<file path="config.mk">
export PLATFORM = sky130hd
export DESIGN_NAME = rv_control_flat
export DESIGN_NICKNAME = d
export VERILOG_FILES = /design/src/rv_params.svh /design/src/rv_pkg.sv /design/src/rv_ctrl_if.sv /design/src/rv_control.sv /design/src/flat_wrapper.sv
export SDC_FILE = /design/constraint.sdc
export NUM_CORES = 1
export LEC_CHECK = 0
export ABC_AREA = 1
export BUFFER_PORTS_ARGS = -buffer_cell sky130_fd_sc_hd__clkbuf_2
export CAP_MARGIN = 20
export CORE_MARGIN = 3
export CORE_UTILIZATION = 25
export DETAILED_ROUTE_END_ITERATION = 16
export PLACE_DENSITY_LB_ADDON = 0.08
export SLEW_MARGIN = 15
export SYNTH_ARGS = -nofsm -noshare
export SYNTH_HDL_FRONTEND = slang
export SYNTH_SLANG_ARGS = --single-unit
</file>
<file path="constraint.sdc">
create_clock -name vclk -period 1
set_clock_uncertainty 0.2 [all_clocks]
set_input_delay 0.05 -clock vclk [all_inputs]
set_output_delay 0.05 -clock vclk [all_outputs]
set_load 0.005 [all_outputs]
</file>
<file path="src/rv_params.svh">
`ifndef RV_PARAMS_SVH
`define RV_PARAMS_SVH

// RV32E register count, so addresses are 4 bits wide
`define RV_REG_COUNT 16

// Data memory depth in 32-bit words
`define RV_DMEM_WORDS 256

// PC after reset
`define RV_RESET_PC 32'h0000_0000

`endif
</file>
<file path="src/rv_pkg.sv">
`default_nettype none

package rv_pkg;

    // Supported major opcodes
    typedef enum logic [6:0] {
        OPC_OP     = 7'b0110011,
        OPC_OP_IMM = 7'b0010011,
        OPC_LUI    = 7'b0110111,
        OPC_AUIPC  = 7'b0010111,
        OPC_LOAD   = 7'b0000011,
        OPC_STORE  = 7'b0100011,
        OPC_BRANCH = 7'b1100011,
        OPC_JAL    = 7'b1101111,
        OPC_JALR   = 7'b1100111
    } opcode_e;

    typedef enum logic [3:0] {
        ALU_ADD, ALU_SUB, ALU_SLL, ALU_SLT, ALU_SLTU, ALU_XOR,
        ALU_SRL, ALU_SRA, ALU_OR, ALU_AND, ALU_PASS_B
    } alu_op_e;

    typedef enum logic [2:0] {IMM_I, IMM_S, IMM_B, IMM_U, IMM_J} imm_sel_e;

    typedef enum logic [1:0] {WB_ALU, WB_MEM, WB_PC_PLUS4} wb_sel_e;

    // Instruction formats, MSB first
    typedef struct packed {
        logic [6:0] funct7;
        logic [4:0] rs2;
        logic [4:0] rs1;
        logic [2:0] funct3;
        logic [4:0] rd;
        logic [6:0] opcode;
    } r_fmt_t;

    typedef struct packed {
        logic [11:0] imm;
        logic [4:0]  rs1;
        logic [2:0]  funct3;
        logic [4:0]  rd;
        logic [6:0]  opcode;
    } i_fmt_t;

    typedef struct packed {
        logic [6:0] imm_hi;
        logic [4:0] rs2;
        logic [4:0] rs1;
        logic [2:0] funct3;
        logic [4:0] imm_lo;
        logic [6:0] opcode;
    } s_fmt_t;

    typedef struct packed {
        logic       imm_12;
        logic [5:0] imm_10_5;
        logic [4:0] rs2;
        logic [4:0] rs1;
        logic [2:0] funct3;
        logic [3:0] imm_4_1;
        logic       imm_11;
        logic [6:0] opcode;
    } b_fmt_t;

    typedef struct packed {
        logic [19:0] imm_31_12;
        logic [4:0]  rd;
        logic [6:0]  opcode;
    } u_fmt_t;

    typedef struct packed {
        logic       imm_20;
        logic [9:0] imm_10_1;
        logic       imm_11;
        logic [7:0] imm_19_12;
        logic [4:0] rd;
        logic [6:0] opcode;
    } j_fmt_t;

    // One word, six views
    typedef union packed {
        r_fmt_t r;
        i_fmt_t i;
        s_fmt_t s;
        b_fmt_t b;
        u_fmt_t u;
        j_fmt_t j;
    } instr_t;

endpackage

`default_nettype wire

</file>
<file path="src/rv_ctrl_if.sv">
`default_nettype none

interface rv_ctrl_if;

    logic [3:0] alu_op;
    logic [2:0] imm_sel;
    logic       a_sel;      // 0 rs1, 1 PC
    logic       b_sel;      // 0 rs2, 1 immediate
    logic       reg_wen;
    logic       mem_we;
    logic [1:0] wb_sel;
    logic       pc_sel;     // 0 PC+4, 1 target
    logic       br_un;
    logic       br_eq;
    logic       br_lt;

    // Decoder side
    modport ctrl (
        output alu_op, imm_sel, a_sel, b_sel, reg_wen, mem_we, wb_sel, pc_sel, br_un,
        input  br_eq, br_lt
    );

    // Datapath side, branch flags come back from the comparator
    modport dp (
        input  alu_op, imm_sel, a_sel, b_sel, reg_wen, mem_we, wb_sel, pc_sel, br_un,
        output br_eq, br_lt
    );

endinterface

`default_nettype wire

</file>
<file path="src/rv_control.sv">
`default_nettype none

module rv_control import rv_pkg::*; (
    input  instr_t    instr,
    rv_ctrl_if.ctrl   ctrl,
    output logic      illegal
);

    // Base ALU op from funct3, alt selects SUB or SRA
    function automatic alu_op_e alu_from_funct3(input logic [2:0] f3, input logic alt);
        alu_op_e op;
        case (f3)
            3'b000:  op = alt ? ALU_SUB : ALU_ADD;
            3'b001:  op = ALU_SLL;
            3'b010:  op = ALU_SLT;
            3'b011:  op = ALU_SLTU;
            3'b100:  op = ALU_XOR;
            3'b101:  op = alt ? ALU_SRA : ALU_SRL;
            3'b110:  op = ALU_OR;
            default: op = ALU_AND;
        endcase
        return op;
    endfunction

    logic [2:0] funct3;
    logic [6:0] funct7;
    logic       bad_enc;
    logic       bad_reg;
    logic       use_rd;
    logic       use_rs1;
    logic       use_rs2;
    logic       taken;

    assign funct3 = instr.r.funct3;
    assign funct7 = instr.r.funct7;

    // BEQ/BNE pick eq, BLT/BGE/BLTU/BGEU pick lt, funct3[0] inverts
    assign taken = funct3[2] ? (ctrl.br_lt ^ funct3[0]) : (ctrl.br_eq ^ funct3[0]);

    always_comb begin
        ctrl.alu_op  = ALU_ADD;
        ctrl.imm_sel = IMM_I;
        ctrl.a_sel   = 1'b0;
        ctrl.b_sel   = 1'b0;
        ctrl.wb_sel  = WB_ALU;
        ctrl.br_un   = funct3[1];
        bad_enc      = 1'b0;
        use_rd       = 1'b0;
        use_rs1      = 1'b0;
        use_rs2      = 1'b0;
        ctrl.reg_wen = 1'b0;
        ctrl.mem_we  = 1'b0;
        ctrl.pc_sel  = 1'b0;

        case (instr.r.opcode)
            OPC_OP: begin
                {use_rd, use_rs1, use_rs2} = 3'b111;
                ctrl.reg_wen = 1'b1;
                ctrl.alu_op  = alu_from_funct3(funct3, funct7[5]);
                bad_enc = !(funct7 == 7'h00 ||
                            (funct7 == 7'h20 && (funct3 == 3'b000 || funct3 == 3'b101)));
            end
            OPC_OP_IMM: begin
                {use_rd, use_rs1} = 2'b11;
                ctrl.reg_wen = 1'b1;
                ctrl.b_sel   = 1'b1;
                // Only SRAI reads the alt bit
                ctrl.alu_op  = alu_from_funct3(funct3, funct3 == 3'b101 && funct7[5]);
                if (funct3 == 3'b001)
                    bad_enc = funct7 != 7'h00;
                else if (funct3 == 3'b101)
                    bad_enc = funct7 != 7'h00 && funct7 != 7'h20;
            end
            OPC_LUI: begin
                use_rd       = 1'b1;
                ctrl.reg_wen = 1'b1;
                ctrl.imm_sel = IMM_U;
                ctrl.b_sel   = 1'b1;
                ctrl.alu_op  = ALU_PASS_B;
            end
            OPC_AUIPC: begin
                use_rd       = 1'b1;
                ctrl.reg_wen = 1'b1;
                ctrl.imm_sel = IMM_U;
                {ctrl.a_sel, ctrl.b_sel} = 2'b11;
            end
            OPC_LOAD: begin
                {use_rd, use_rs1} = 2'b11;
                ctrl.reg_wen = 1'b1;
                ctrl.b_sel   = 1'b1;
                ctrl.wb_sel  = WB_MEM;
                bad_enc      = funct3 != 3'b010;
            end
            OPC_STORE: begin
                {use_rs1, use_rs2} = 2'b11;
                ctrl.mem_we  = 1'b1;
                ctrl.imm_sel = IMM_S;
                ctrl.b_sel   = 1'b1;
                bad_enc      = funct3 != 3'b010;
            end
            OPC_BRANCH: begin
                {use_rs1, use_rs2} = 2'b11;
                ctrl.imm_sel = IMM_B;
                {ctrl.a_sel, ctrl.b_sel} = 2'b11;
                ctrl.pc_sel  = taken;
                bad_enc      = funct3[2:1] == 2'b01;
            end
            OPC_JAL: begin
                use_rd       = 1'b1;
                ctrl.reg_wen = 1'b1;
                ctrl.imm_sel = IMM_J;
                {ctrl.a_sel, ctrl.b_sel} = 2'b11;
                ctrl.wb_sel  = WB_PC_PLUS4;
                ctrl.pc_sel  = 1'b1;
            end
            OPC_JALR: begin
                {use_rd, use_rs1} = 2'b11;
                ctrl.reg_wen = 1'b1;
                ctrl.b_sel   = 1'b1;
                ctrl.wb_sel  = WB_PC_PLUS4;
                ctrl.pc_sel  = 1'b1;
                bad_enc      = funct3 != 3'b000;
            end
            default: bad_enc = 1'b1;
        endcase

        // x16 and above do not exist in RV32E
        bad_reg = (use_rd && instr.r.rd[4]) || (use_rs1 && instr.r.rs1[4]) ||
                  (use_rs2 && instr.r.rs2[4]);
        illegal = bad_enc || bad_reg;

        // Illegal words retire as a no-op
        if (illegal) begin
            ctrl.reg_wen = 1'b0;
            ctrl.mem_we  = 1'b0;
            ctrl.pc_sel  = 1'b0;
        end
    end

endmodule

`default_nettype wire

</file>
<file path="src/flat_wrapper.sv">
// flat-port wrapper written by rule: the top's interface ports become plain ports
module rv_control_flat import rv_pkg::*;
  (instr, illegal, ctrl_alu_op, ctrl_imm_sel, ctrl_a_sel, ctrl_b_sel, ctrl_reg_wen, ctrl_mem_we, ctrl_wb_sel, ctrl_pc_sel, ctrl_br_un, ctrl_br_eq, ctrl_br_lt);
  rv_ctrl_if ctrl_i ();
  input  instr_t instr;
  output logic illegal;
  output wire logic [$bits(ctrl_i.alu_op)-1:0] ctrl_alu_op;
  output wire logic [$bits(ctrl_i.imm_sel)-1:0] ctrl_imm_sel;
  output wire logic [$bits(ctrl_i.a_sel)-1:0] ctrl_a_sel;
  output wire logic [$bits(ctrl_i.b_sel)-1:0] ctrl_b_sel;
  output wire logic [$bits(ctrl_i.reg_wen)-1:0] ctrl_reg_wen;
  output wire logic [$bits(ctrl_i.mem_we)-1:0] ctrl_mem_we;
  output wire logic [$bits(ctrl_i.wb_sel)-1:0] ctrl_wb_sel;
  output wire logic [$bits(ctrl_i.pc_sel)-1:0] ctrl_pc_sel;
  output wire logic [$bits(ctrl_i.br_un)-1:0] ctrl_br_un;
  input wire logic [$bits(ctrl_i.br_eq)-1:0] ctrl_br_eq;
  input wire logic [$bits(ctrl_i.br_lt)-1:0] ctrl_br_lt;
  assign ctrl_alu_op = ctrl_i.alu_op;
  assign ctrl_imm_sel = ctrl_i.imm_sel;
  assign ctrl_a_sel = ctrl_i.a_sel;
  assign ctrl_b_sel = ctrl_i.b_sel;
  assign ctrl_reg_wen = ctrl_i.reg_wen;
  assign ctrl_mem_we = ctrl_i.mem_we;
  assign ctrl_wb_sel = ctrl_i.wb_sel;
  assign ctrl_pc_sel = ctrl_i.pc_sel;
  assign ctrl_br_un = ctrl_i.br_un;
  assign ctrl_i.br_eq = ctrl_br_eq;
  assign ctrl_i.br_lt = ctrl_br_lt;
  rv_control u_core (.instr(instr), .ctrl(ctrl_i), .illegal(illegal));
endmodule
</file>
==> results.cfg <==
[outcome]
status = finished, violations left
failed_checks = setup timing

[die]
die_y_um = 51.7
dieArea_um2 = 2680
core_um2 = 1840
start_util = 0.284
rows = 15
top_level_ports = 50
die_x_um = 51.7

[power_and_ir_drop]
p_leak_nw = 0.719
power_mw = 0.325
power_density_nw_per_um2 = 253
ir_worst_vdd_mv = 0.193

[synthesis]
syn_area_per_cell_um2 = 4.89
synth_cell_types = 20
syn_inst = 107
synthTopCellsByCount = nand2_1 (29), nor2_1 (23), inv_1 (12)
ys_warn_count = 0
syn_area_um2 = 523
synth_most_common_cell = nand2_1
synthTopCellsByArea = nand2_1 (21%), nor2_1 (17%), nand3_1 (8.6%)
syn-num-nets = 141
yosysSeqAreaShare = 0
synth_top_area_share = 0.208
yosysTopAreaCell = nand2_1

[placed_design]
placed_cells = 189
gp_congestion = 0.844
hpwl_um = 1630
port_buffers = 38
postPlaceCellArea_um2 = 955

[finish]
multiInputGateArea_um2 = 641
nNetsFinal = 209
nFillCells = 163
ff_latch_area_um2 = 0
clkbuf_count = 0
design_area_um2 = 1280
finalNonFillerCells = 198
area_growth_syn_to_layout_pct = 145
diodes = 0
seq_cell_count = 0
drive_above_1_share = 0.711

[sta]
rsz0062_at_grt = yes
holdWs_ps = 136
fmax_mhz = 706
tns_ps = -3800
final.setup.worst_slack_ps = -417
setup_viol = 15
finalHoldViolCount = 0
worst_slew_pin_slew_ps = 190
maxSlewHeadroom = 0.872
final_max_slew_viol_count = 0
fin_crit_ps = 1420
period_share = 1.42

[detailed_routing]
routed_wl_um = 2220
post-route-drc-count = 0
routed_via_density = 4.47
drt_iter0_markers = 7
wl_per_cell_um = 11.2
vias = 885
firstDrtPassIters = 4
route.antenna.remaining_nets = 0

[grt]
grt_pass1_vias = 780
grt-busiest-layer = met2
grt_first_pass_wirelength_um = 3110
met2_usage = 0.294
grt-ovfl-total = 0
grt_use_met1 = 0.167
use_met3 = 0.00287
grt_use_total = 0.143
antenna_found_initial = 0
grt_start_max_net_pins = 7

[worst_setup_path]
crit_arrival_ps = 1170
critPathKind = primary input to primary output
crit_path_start_kind = primary input
critPathRequiredTime_ps = 750
end_kind = primary output
worstPathMaxFanout = 4

[hold_path]
hold_class = primary input to primary output

[clock_tree]
postCtsHoldBufs = 0

[flow_run]
maxCapViolations = 0
==> cells by family (layout without fill, tap and decap cells) <==
group                  after synthesis  count (layout)  synth area share
AO/OA/AOI/OAI                       10              10             0.112
buffers and inverters               18              84             0.141
AND/OR/NAND/NOR                     78              78             0.727
multiplexers                         1               1            0.0191
==> where the power goes <==
group          switching (mW)  internal (mW)
clock network               0              0
logic                   0.166          0.159
registers                   0              0
total                   0.166          0.159
==> worst max-delay path, stage by stage <==
cell	delay (ps)
clkbuf_8	120
nand2_8	80
inv_8	50
nand2_8	80
inv_8	40
nand2_8	70
nand3_4	70
nand2_1	80
inv_1	50
nor2_2	90
nand3_2	130
nor2_2	120
buf_2	110
==> layer usage <==
metal	vias up	routed length [um]
met2	24	1250
met1	388	860
met5	-	0
met4	0	20
met3	2	91
li1	471	-
==> placed cells by master (no fill, tap or decap), types with 5 or more instances in the layout <==
cell      Yosys  routed
clkbuf_2      0      24
nand2_1      29      22
buf_4         1      21
nor2_1       23      12
nor2_2        3      12
buf_6         0      11
nand2_2       4       8
inv_2         4       7
nand3_2       4       5
buf_2         0       5
==> worst paths after layout <==
path	from	endpoint	slack [ps]	depth (start not counted)
max	instr[0]	ctrl_pc_sel	-420	13
min	instr[13]	ctrl_br_un	140	2
==> layout make-up <==
| class | instances | share of cell area |
|---|---|---|
| multi-input cells | 89 | 0.499 |
| repair buffers | 67 | 0.401 |
| inverters | 17 | 0.0760 |
| well taps | 25 | 0.0244 |
==> through the flow <==
stage / util / setup WS, ps
after detailed placement: 0.519 / -422
after global placement: 0.519 / -414
final: 0.698 / -417
after CTS: 0.569 / -403
after global routing: 0.698 / -498
after floorplan: - / -104
==> what timing repair did <==
action | in CTS | in global routing
resized for setup | 13 | 68
pin swaps | 14 | 23
buffers inserted | 6 | 6
setup endpoints to repair | 15 | 15
Note: power is estimated with default switching activity, not from simulation.
