===== config.mk =====
export PLATFORM = sky130hd
export DESIGN_NAME = rv_execute_flat
export DESIGN_NICKNAME = d
export VERILOG_FILES = /design/src/rv_params.svh /design/src/rv_pkg.sv /design/src/rv_ctrl_if.sv /design/src/rv_execute.sv /design/src/flat_wrapper.sv
export SDC_FILE = /design/constraint.sdc
export NUM_CORES = 1
export LEC_CHECK = 0
export BUFFER_PORTS_ARGS = -buffer_cell sky130_fd_sc_hd__buf_2
export CORE_AREA = 2 2 140 142
export DETAILED_ROUTE_END_ITERATION = 12
export DIE_AREA = 0 0 142 144
export PLACE_DENSITY = 0.81
export RECOVER_POWER = 50
export SETUP_SLACK_MARGIN = 0.2
export SLEW_MARGIN = 30
export SYNTH_ARGS = -nofsm -noshare
export SYNTH_HDL_FRONTEND = slang
export SYNTH_SLANG_ARGS = --single-unit

===== constraint.sdc =====
create_clock -name vclk -period 6.6
set_input_delay 0.66 -clock vclk [all_inputs]
set_output_delay 0.66 -clock vclk [all_outputs]
set_load 0.05 [all_outputs]

===== src/rv_params.svh =====
`ifndef RV_PARAMS_SVH
`define RV_PARAMS_SVH

// RV32E register count, so addresses are 4 bits wide
`define RV_REG_COUNT 16

// Data memory depth in 32-bit words
`define RV_DMEM_WORDS 256

// PC after reset
`define RV_RESET_PC 32'h0000_0000

`endif

===== src/rv_pkg.sv =====
`default_nettype none

package rv_pkg;

    // Supported major opcodes
    typedef enum logic [6:0] {
        OPC_OP     = 7'b0110011,
        OPC_OP_IMM = 7'b0010011,
        OPC_LUI    = 7'b0110111,
        OPC_AUIPC  = 7'b0010111,
        OPC_LOAD   = 7'b0000011,
        OPC_STORE  = 7'b0100011,
        OPC_BRANCH = 7'b1100011,
        OPC_JAL    = 7'b1101111,
        OPC_JALR   = 7'b1100111
    } opcode_e;

    typedef enum logic [3:0] {
        ALU_ADD, ALU_SUB, ALU_SLL, ALU_SLT, ALU_SLTU, ALU_XOR,
        ALU_SRL, ALU_SRA, ALU_OR, ALU_AND, ALU_PASS_B
    } alu_op_e;

    typedef enum logic [2:0] {IMM_I, IMM_S, IMM_B, IMM_U, IMM_J} imm_sel_e;

    typedef enum logic [1:0] {WB_ALU, WB_MEM, WB_PC_PLUS4} wb_sel_e;

    // Instruction formats, MSB first
    typedef struct packed {
        logic [6:0] funct7;
        logic [4:0] rs2;
        logic [4:0] rs1;
        logic [2:0] funct3;
        logic [4:0] rd;
        logic [6:0] opcode;
    } r_fmt_t;

    typedef struct packed {
        logic [11:0] imm;
        logic [4:0]  rs1;
        logic [2:0]  funct3;
        logic [4:0]  rd;
        logic [6:0]  opcode;
    } i_fmt_t;

    typedef struct packed {
        logic [6:0] imm_hi;
        logic [4:0] rs2;
        logic [4:0] rs1;
        logic [2:0] funct3;
        logic [4:0] imm_lo;
        logic [6:0] opcode;
    } s_fmt_t;

    typedef struct packed {
        logic       imm_12;
        logic [5:0] imm_10_5;
        logic [4:0] rs2;
        logic [4:0] rs1;
        logic [2:0] funct3;
        logic [3:0] imm_4_1;
        logic       imm_11;
        logic [6:0] opcode;
    } b_fmt_t;

    typedef struct packed {
        logic [19:0] imm_31_12;
        logic [4:0]  rd;
        logic [6:0]  opcode;
    } u_fmt_t;

    typedef struct packed {
        logic       imm_20;
        logic [9:0] imm_10_1;
        logic       imm_11;
        logic [7:0] imm_19_12;
        logic [4:0] rd;
        logic [6:0] opcode;
    } j_fmt_t;

    // One word, six views
    typedef union packed {
        r_fmt_t r;
        i_fmt_t i;
        s_fmt_t s;
        b_fmt_t b;
        u_fmt_t u;
        j_fmt_t j;
    } instr_t;

endpackage

`default_nettype wire


===== src/rv_ctrl_if.sv =====
`default_nettype none

interface rv_ctrl_if;

    logic [3:0] alu_op;
    logic [2:0] imm_sel;
    logic       a_sel;      // 0 rs1, 1 PC
    logic       b_sel;      // 0 rs2, 1 immediate
    logic       reg_wen;
    logic       mem_we;
    logic [1:0] wb_sel;
    logic       pc_sel;     // 0 PC+4, 1 target
    logic       br_un;
    logic       br_eq;
    logic       br_lt;

    // Decoder side
    modport ctrl (
        output alu_op, imm_sel, a_sel, b_sel, reg_wen, mem_we, wb_sel, pc_sel, br_un,
        input  br_eq, br_lt
    );

    // Datapath side, branch flags come back from the comparator
    modport dp (
        input  alu_op, imm_sel, a_sel, b_sel, reg_wen, mem_we, wb_sel, pc_sel, br_un,
        output br_eq, br_lt
    );

endinterface

`default_nettype wire


===== src/rv_execute.sv =====
`default_nettype none

module rv_execute import rv_pkg::*; (
    rv_ctrl_if.dp       ctrl,
    input  logic [31:0] pc,
    input  logic [31:0] rs1_data,
    input  logic [31:0] rs2_data,
    input  logic [31:0] imm,
    output logic [31:0] alu_result
);

    logic [31:0] op_a;
    logic [31:0] op_b;
    logic [4:0]  shamt;

    assign op_a  = ctrl.a_sel ? pc : rs1_data;
    assign op_b  = ctrl.b_sel ? imm : rs2_data;
    assign shamt = op_b[4:0];

    always_comb begin
        case (ctrl.alu_op)
            ALU_ADD:    alu_result = op_a + op_b;
            ALU_SUB:    alu_result = op_a - op_b;
            ALU_SLL:    alu_result = op_a << shamt;
            ALU_SLT:    alu_result = {31'd0, $signed(op_a) < $signed(op_b)};
            ALU_SLTU:   alu_result = {31'd0, op_a < op_b};
            ALU_XOR:    alu_result = op_a ^ op_b;
            ALU_SRL:    alu_result = op_a >> shamt;
            ALU_SRA:    alu_result = $unsigned($signed(op_a) >>> shamt);
            ALU_OR:     alu_result = op_a | op_b;
            ALU_AND:    alu_result = op_a & op_b;
            ALU_PASS_B: alu_result = op_b;
            default:    alu_result = '0;
        endcase
    end

    // Branch comparator always looks at the register values
    assign ctrl.br_eq = rs1_data == rs2_data;
    assign ctrl.br_lt = ctrl.br_un ? (rs1_data < rs2_data)
                                   : ($signed(rs1_data) < $signed(rs2_data));

endmodule

`default_nettype wire


===== src/flat_wrapper.sv =====
// flat-port wrapper written by rule: the top's interface ports become plain ports
module rv_execute_flat import rv_pkg::*;
  (pc, rs1_data, rs2_data, imm, alu_result, ctrl_alu_op, ctrl_imm_sel, ctrl_a_sel, ctrl_b_sel, ctrl_reg_wen, ctrl_mem_we, ctrl_wb_sel, ctrl_pc_sel, ctrl_br_un, ctrl_br_eq, ctrl_br_lt);
  rv_ctrl_if ctrl_i ();
  input  logic [31:0] pc;
  input  logic [31:0] rs1_data;
  input  logic [31:0] rs2_data;
  input  logic [31:0] imm;
  output logic [31:0] alu_result;
  input wire logic [$bits(ctrl_i.alu_op)-1:0] ctrl_alu_op;
  input wire logic [$bits(ctrl_i.imm_sel)-1:0] ctrl_imm_sel;
  input wire logic [$bits(ctrl_i.a_sel)-1:0] ctrl_a_sel;
  input wire logic [$bits(ctrl_i.b_sel)-1:0] ctrl_b_sel;
  input wire logic [$bits(ctrl_i.reg_wen)-1:0] ctrl_reg_wen;
  input wire logic [$bits(ctrl_i.mem_we)-1:0] ctrl_mem_we;
  input wire logic [$bits(ctrl_i.wb_sel)-1:0] ctrl_wb_sel;
  input wire logic [$bits(ctrl_i.pc_sel)-1:0] ctrl_pc_sel;
  input wire logic [$bits(ctrl_i.br_un)-1:0] ctrl_br_un;
  output wire logic [$bits(ctrl_i.br_eq)-1:0] ctrl_br_eq;
  output wire logic [$bits(ctrl_i.br_lt)-1:0] ctrl_br_lt;
  assign ctrl_i.alu_op = ctrl_alu_op;
  assign ctrl_i.imm_sel = ctrl_imm_sel;
  assign ctrl_i.a_sel = ctrl_a_sel;
  assign ctrl_i.b_sel = ctrl_b_sel;
  assign ctrl_i.reg_wen = ctrl_reg_wen;
  assign ctrl_i.mem_we = ctrl_mem_we;
  assign ctrl_i.wb_sel = ctrl_wb_sel;
  assign ctrl_i.pc_sel = ctrl_pc_sel;
  assign ctrl_i.br_un = ctrl_br_un;
  assign ctrl_br_eq = ctrl_i.br_eq;
  assign ctrl_br_lt = ctrl_i.br_lt;
  rv_execute u_core (.ctrl(ctrl_i), .pc(pc), .rs1_data(rs1_data), .rs2_data(rs2_data), .imm(imm), .alu_result(alu_result));
endmodule

==> results.md, run 1 <==
* Core Area at 19080 sq um
* Fin nets at 1941
* Post-DP Area at 11140 sq um
* Failing checks: max-capacitance violations, max-slew violations
* Initial Utilization at 53.49%
* Post-synth top area share at 15.82%
* Die Y-Extent at 144 um
* Outcome: complete, but fails checks
* Post-route cell area at 11110 sq um
* Clkbuf count at 0
* Sequential cell count at 0
* Register area share after synthesis at 0%
* Fillers at 1944
* Max incr delay on CP at 710 ps
* Initial DRC count at 1947
* DRC viols at 0
* Final setup fails at 0
* ANT cells at 0
* Total setup buffers inserted after CTS at 0
* Vias in the first global route at 12090
* Crit path cell chain: buf_2, mux2i_1, inv_1, ha_1, fa_1, a21oi_1, o31ai_1, o211ai_1, o21ai_0, a21oi_1, o2111ai_1, a221o_1, o211ai_1, buf_2
* Setup TNS at 0 ps
* CP required at 5940 ps
* Die ar. at 20450 sq um
* Layout Utilization at 58.23%
* Horiz. Die Dim at 142 um
* Antenna-violating nets left at 0
* Count leader, synth: nor2_1
* Cell count after synthesis at 1575
* Maxcap violations at 1
* Max_slew headroom at -5.044%
* Cell taking the most area after synthesis: ha_1
* Register area at 0 sq um
* Hold buffers post-CTS at 0
* Final count of pins violating max slew at 61
* Drt wl/cell at 25.97 um
* Initial antenna violation count at 1
* Post-synth top cells: nor2_1 (178), a21oi_1 (154), nand2_1 (140)
* Post-Route WL at 49410 um
* Overall power at 0.001467 W
* Top cells by area, synth: ha_1 (16%), mux2i_1 (13%), a21oi_1 (7.6%)
* CP max FO at 10
* CP Class: in -> out
* Worst path slowest cell: mux2i_1
* Worst slew pin tran at 1576 ps
* Area of the multi-input gates at 9245 sq um
* Min-delay worst type: in -> out
* Port-buffer cells at 169
* Leakage at 5.274 nW
* Mapped Area at 10200 sq um
* Row Count at 51
* Largest net degree at the start of global routing at 66
* Vias per cell at 7.057
* Global placement routability congestion at 1.026
* Unrepaired setup endpoints after global routing: false
* Worst path arrival time at 5610 ps
* PwrDens at 132.0 nW/um^2
* Yosys warns at 0
* 1st-pass router iterations at 8
* Remaining Overflow, GRT at 0
* Post-Synthesis Net Count at 1849
* Final Cycle Share at 95.02%
* GR Util All Layers at 45.83%
* Fmax at 0.1595 GHz
* Post-DP HPWL at 38100 um
* First-pass GRT wire length at 72110 um
* Startpoint types: input pin
* Min Tclk post-route at 6271 ps
* Fraction of final layout cells sized beyond drive strength 1 at 14.17%
* Cell variety after synth at 77
* Top-level I/O count at 177
* CP endpoint kind: primary output
* Peak supply drop at 0.09202 mV
* Area Growth Syn to Fin at 8.865%
* Final-report hold violation count at 0
* Syn Area/Cell at 6.479 sq um
* Resized cells post-CTS at 0
* Vias at 13430
layer usage:
metal  GRT usage [%]  wire, um
met5               0         0
met4           19.68      2509
met3           13.25      7133
met2           67.25     20040
met1           62.24     19730
layout make-up:
| type | count | share of cell area, % |
|---|---|---|
| inverter | 132 | 4.482 |
| timing repair buffer | 201 | 9.618 |
| tap | 238 | 2.680 |
| multi-input combinational | 1332 | 83.22 |
critical path: cells and delay by family:
| family | cells | cell delay, ps |
|---|---|---|
| AOI/OAI and AO/OA | 8 | 2520 |
| adders and majority gates | 2 | 930 |
| buffers and inverters | 3 | 780 |
| muxes | 1 | 710 |
report_power, final:
group,leakage (nW),switching (W),internal [W],total (W)
Combinational,5.27,0.00102,0.000445,0.00147
Clock,0,0,0,0
Sequential,0,0,0,0
kinds of logic after synthesis:
kind of cell	Yosys count	synth area share, %
adders and majority gates	131	16.21
buffers and inverters	243	9.662
xor gates and xnor gates	5	0.4291
muxes	160	16.61
AOI/OAI and AO/OA	570	36.82
and+or+nand+nor	466	20.27
cells in the final DEF, fill, tap and decap left out, drive strengths merged, types with 4 or more instances in the layout:
cell type  count
nand3         24
o21bai         9
clkbuf        13
a211o          6
a21oi        154
or4            4
nor2         178
nor2b         17
or2            5
o2bb2ai        5
a31oi         21
o21a          12
a22oi         13
a221o         15
and3           7
mux2i        141
o31ai         16
xnor2          5
mux2          17
nand2b        12
nand2        140
o2111ai       12
ha           129
nor3          36
a22o           4
a21o          17
o211ai        33
nor4           8
a221oi        22
nand4         19
o22ai         31
a2111oi       11
a211oi        26
o21ai        110
o221ai        18
buf          188
a311oi         4
inv          129
and2           7
through the flow:
stage	worst slack [ps]	std cells	hold slack [ps]
2_1_floorplan	292.9	1575	1695
3_3_place_gp	858.2	1903	1854
3_5_place_dp	819.3	1903	1869
4_1_cts	810.5	1903	1869
5_1_grt	220.7	1903	1919
6_report	328.7	1903	1877
path summary, 6_finish.rpt:
| check | startpoint | end | slack (ps) | cells past startpoint |
|---|---|---|---|---|
| setup / recovery | ctrl_a_sel | alu_result[30] | 330 | 14 |
| hold / removal | ctrl_alu_op[3] | alu_result[7] | 1880 | 3 |
No activity file was read; power rests on OpenSTA's default activity.
==> inputs of run 2 (changes only) <==
==> constraint.sdc (replaced) <==
create_clock -name vclk -period 6.6
set_input_delay 0.66 -clock vclk [all_inputs]
set_output_delay 0.66 -clock vclk [all_outputs]
set_load 0.1 [all_outputs]
==> results.md, run 2 (synthesis results as in run 1) <==
* Outcome: finished, final reports clean (was complete, but fails checks)
* GR Util All Layers at 46.83% (was 45.83%)
* Initial antenna violation count at 1 (unchanged)
* Commonest non-fill, non-tap cell in the layout: nor2_1 (unchanged)
* Horiz. Die Dim at 142 um (unchanged)
* Area Growth Syn to Fin at 12.29% (was 8.865%)
* Worst path arrival time at 5590 ps (was 5610 ps)
* Worst Setup SP: ctrl_b_sel (was ctrl_a_sel)
* CP Class: in -> out (unchanged)
* Vias in the first global route at 12220 (was 12090)
* Fmax at 0.1599 GHz (was 0.1595 GHz)
* CP max FO at 48 (was 10)
* Min Tclk post-route at 6255 ps (was 6271 ps)
* Maxcap violations at 0 (was 1)
* Sequential cell count at 0 (unchanged)
* Routing usage on met3 at 12.45% (was 13.25%)
* Crit path to: alu_result[2] (was alu_result[30])
* Die ar. at 20450 sq um (unchanged)
* Met1 Resource Use GR at 65.49% (was 62.24%)
* Final count of pins violating max slew at 0 (was 61)
* Antenna-violating nets left at 0 (unchanged)
* Fin nets at 1943 (was 1941)
* CP endpoint kind: primary output (unchanged)
* Vias per cell at 7.136 (was 7.057)
* Register area at 0 sq um (unchanged)
* Worst slew pin tran at 1296 ps (was 1576 ps)
* Final-report hold violation count at 0 (unchanged)
* Global placement routability congestion at 1.075 (was 1.026)
* GRT busiest layer: met2 (unchanged)
* Fraction of final layout cells sized beyond drive strength 1 at 14.82% (was 14.17%)
* Final setup fails at 0 (unchanged)
* Post-DP HPWL at 39040 um (was 38100 um)
* Remaining Overflow, GRT at 0 (unchanged)
* Die Y-Extent at 144 um (unchanged)
* Commonest cells after routing, fill and taps aside: nor2_1 (177), a21oi_1 (153), buf_2 (141) (was nor2_1 (177), buf_2 (157), a21oi_1 (154))
* Hold buffers post-CTS at 0 (unchanged)
* Startpoint types: input pin (unchanged)
* Port-buffer cells at 169 (unchanged)
* Core Area at 19080 sq um (unchanged)
* Final Cycle Share at 94.77% (was 95.02%)
* DRC viols at 0 (unchanged)
* Post-Route WL at 50030 um (was 49410 um)
* Initial Utilization at 53.49% (unchanged)
* Top-level I/O count at 177 (unchanged)
* Resized cells post-CTS at 0 (unchanged)
* Unrepaired setup endpoints after global routing: false (unchanged)
* Initial DRC count at 2069 (was 1947)
* Met2 Resource Use GR at 67.10% (was 67.25%)
* WHS at 2032 ps (was 1877 ps)
* Drt wl/cell at 26.25 um (was 25.97 um)
* Setup TNS at 0 ps (unchanged)
* First-pass GRT wire length at 73690 um (was 72110 um)
* Largest net degree at the start of global routing at 65 (was 66)
* Min-delay worst type: in -> out (unchanged)
* Max_slew headroom at 13.59% (was -5.044%)
* Total setup buffers inserted after CTS at 0 (unchanged)
* 1st-pass router iterations at 6 (was 8)
* Layout Utilization at 60.06% (was 58.23%)
* Clkbuf count at 0 (unchanged)
* Vias at 13600 (was 13430)
* CP required at 5940 ps (about the same)
* Row Count at 51 (unchanged)
## run 2: changes by cell type in the layout (fill, tap and decap cells not counted), sizes merged
cell,delta
buf,+6
clkbuf,-4
diode,+1
## run 2: stage by stage
stage	instance area (sq um)	std cells	setup WS, ps
after floorplan	10230	1575	208.5
after global placement	11510	1905	832.6
after detailed placement	11510	1905	752.2
after CTS	11510	1905	724.8
after global routing	11460	1905	334.4
final	11460	1906	345.1
## run 2: cell type report
type                            count  area [sq um]
Multi-Input combinational cell   1332          9271
Fill cell                        1877          7621
Timing Repair Buffer              203          1389
Inverter                          132         498.0
Tap cell                          238         297.8
Antenna cell                        1         2.502
## run 2: per-layer routing
metal	wire length, um	vias up
met3	7672	178
li1	-	6046
met4	2494	2
met1	19730	6237
met2	20120	1139
met5	13	-
## run 2: critical path: stages
cell and delay (ps):
buf_2 420, buf_4 410, mux2i_1 450, clkbuf_2 1020, a21oi_1 350, a21oi_1 480
nor2_1 120, a31oi_1 500, a211oi_1 150, nand2_1 100, clkbuf_1 860
## run 2: worst min path at each step
| stage | startpoint | end | slack [ps] | depth (start not counted) |
|---|---|---|---|---|
| 2_1_floorplan | ctrl_br_un | ctrl_br_lt | 1810 | 2 |
| 3_3_place_gp | ctrl_br_un | ctrl_br_lt | 1980 | 4 |
| 3_5_place_dp | ctrl_br_un | ctrl_br_lt | 1990 | 4 |
| 4_1_cts | ctrl_br_un | ctrl_br_lt | 1990 | 4 |
| 5_1_grt | ctrl_alu_op[3] | alu_result[7] | 2080 | 3 |
| 6_report | ctrl_alu_op[3] | alu_result[7] | 2030 | 3 |
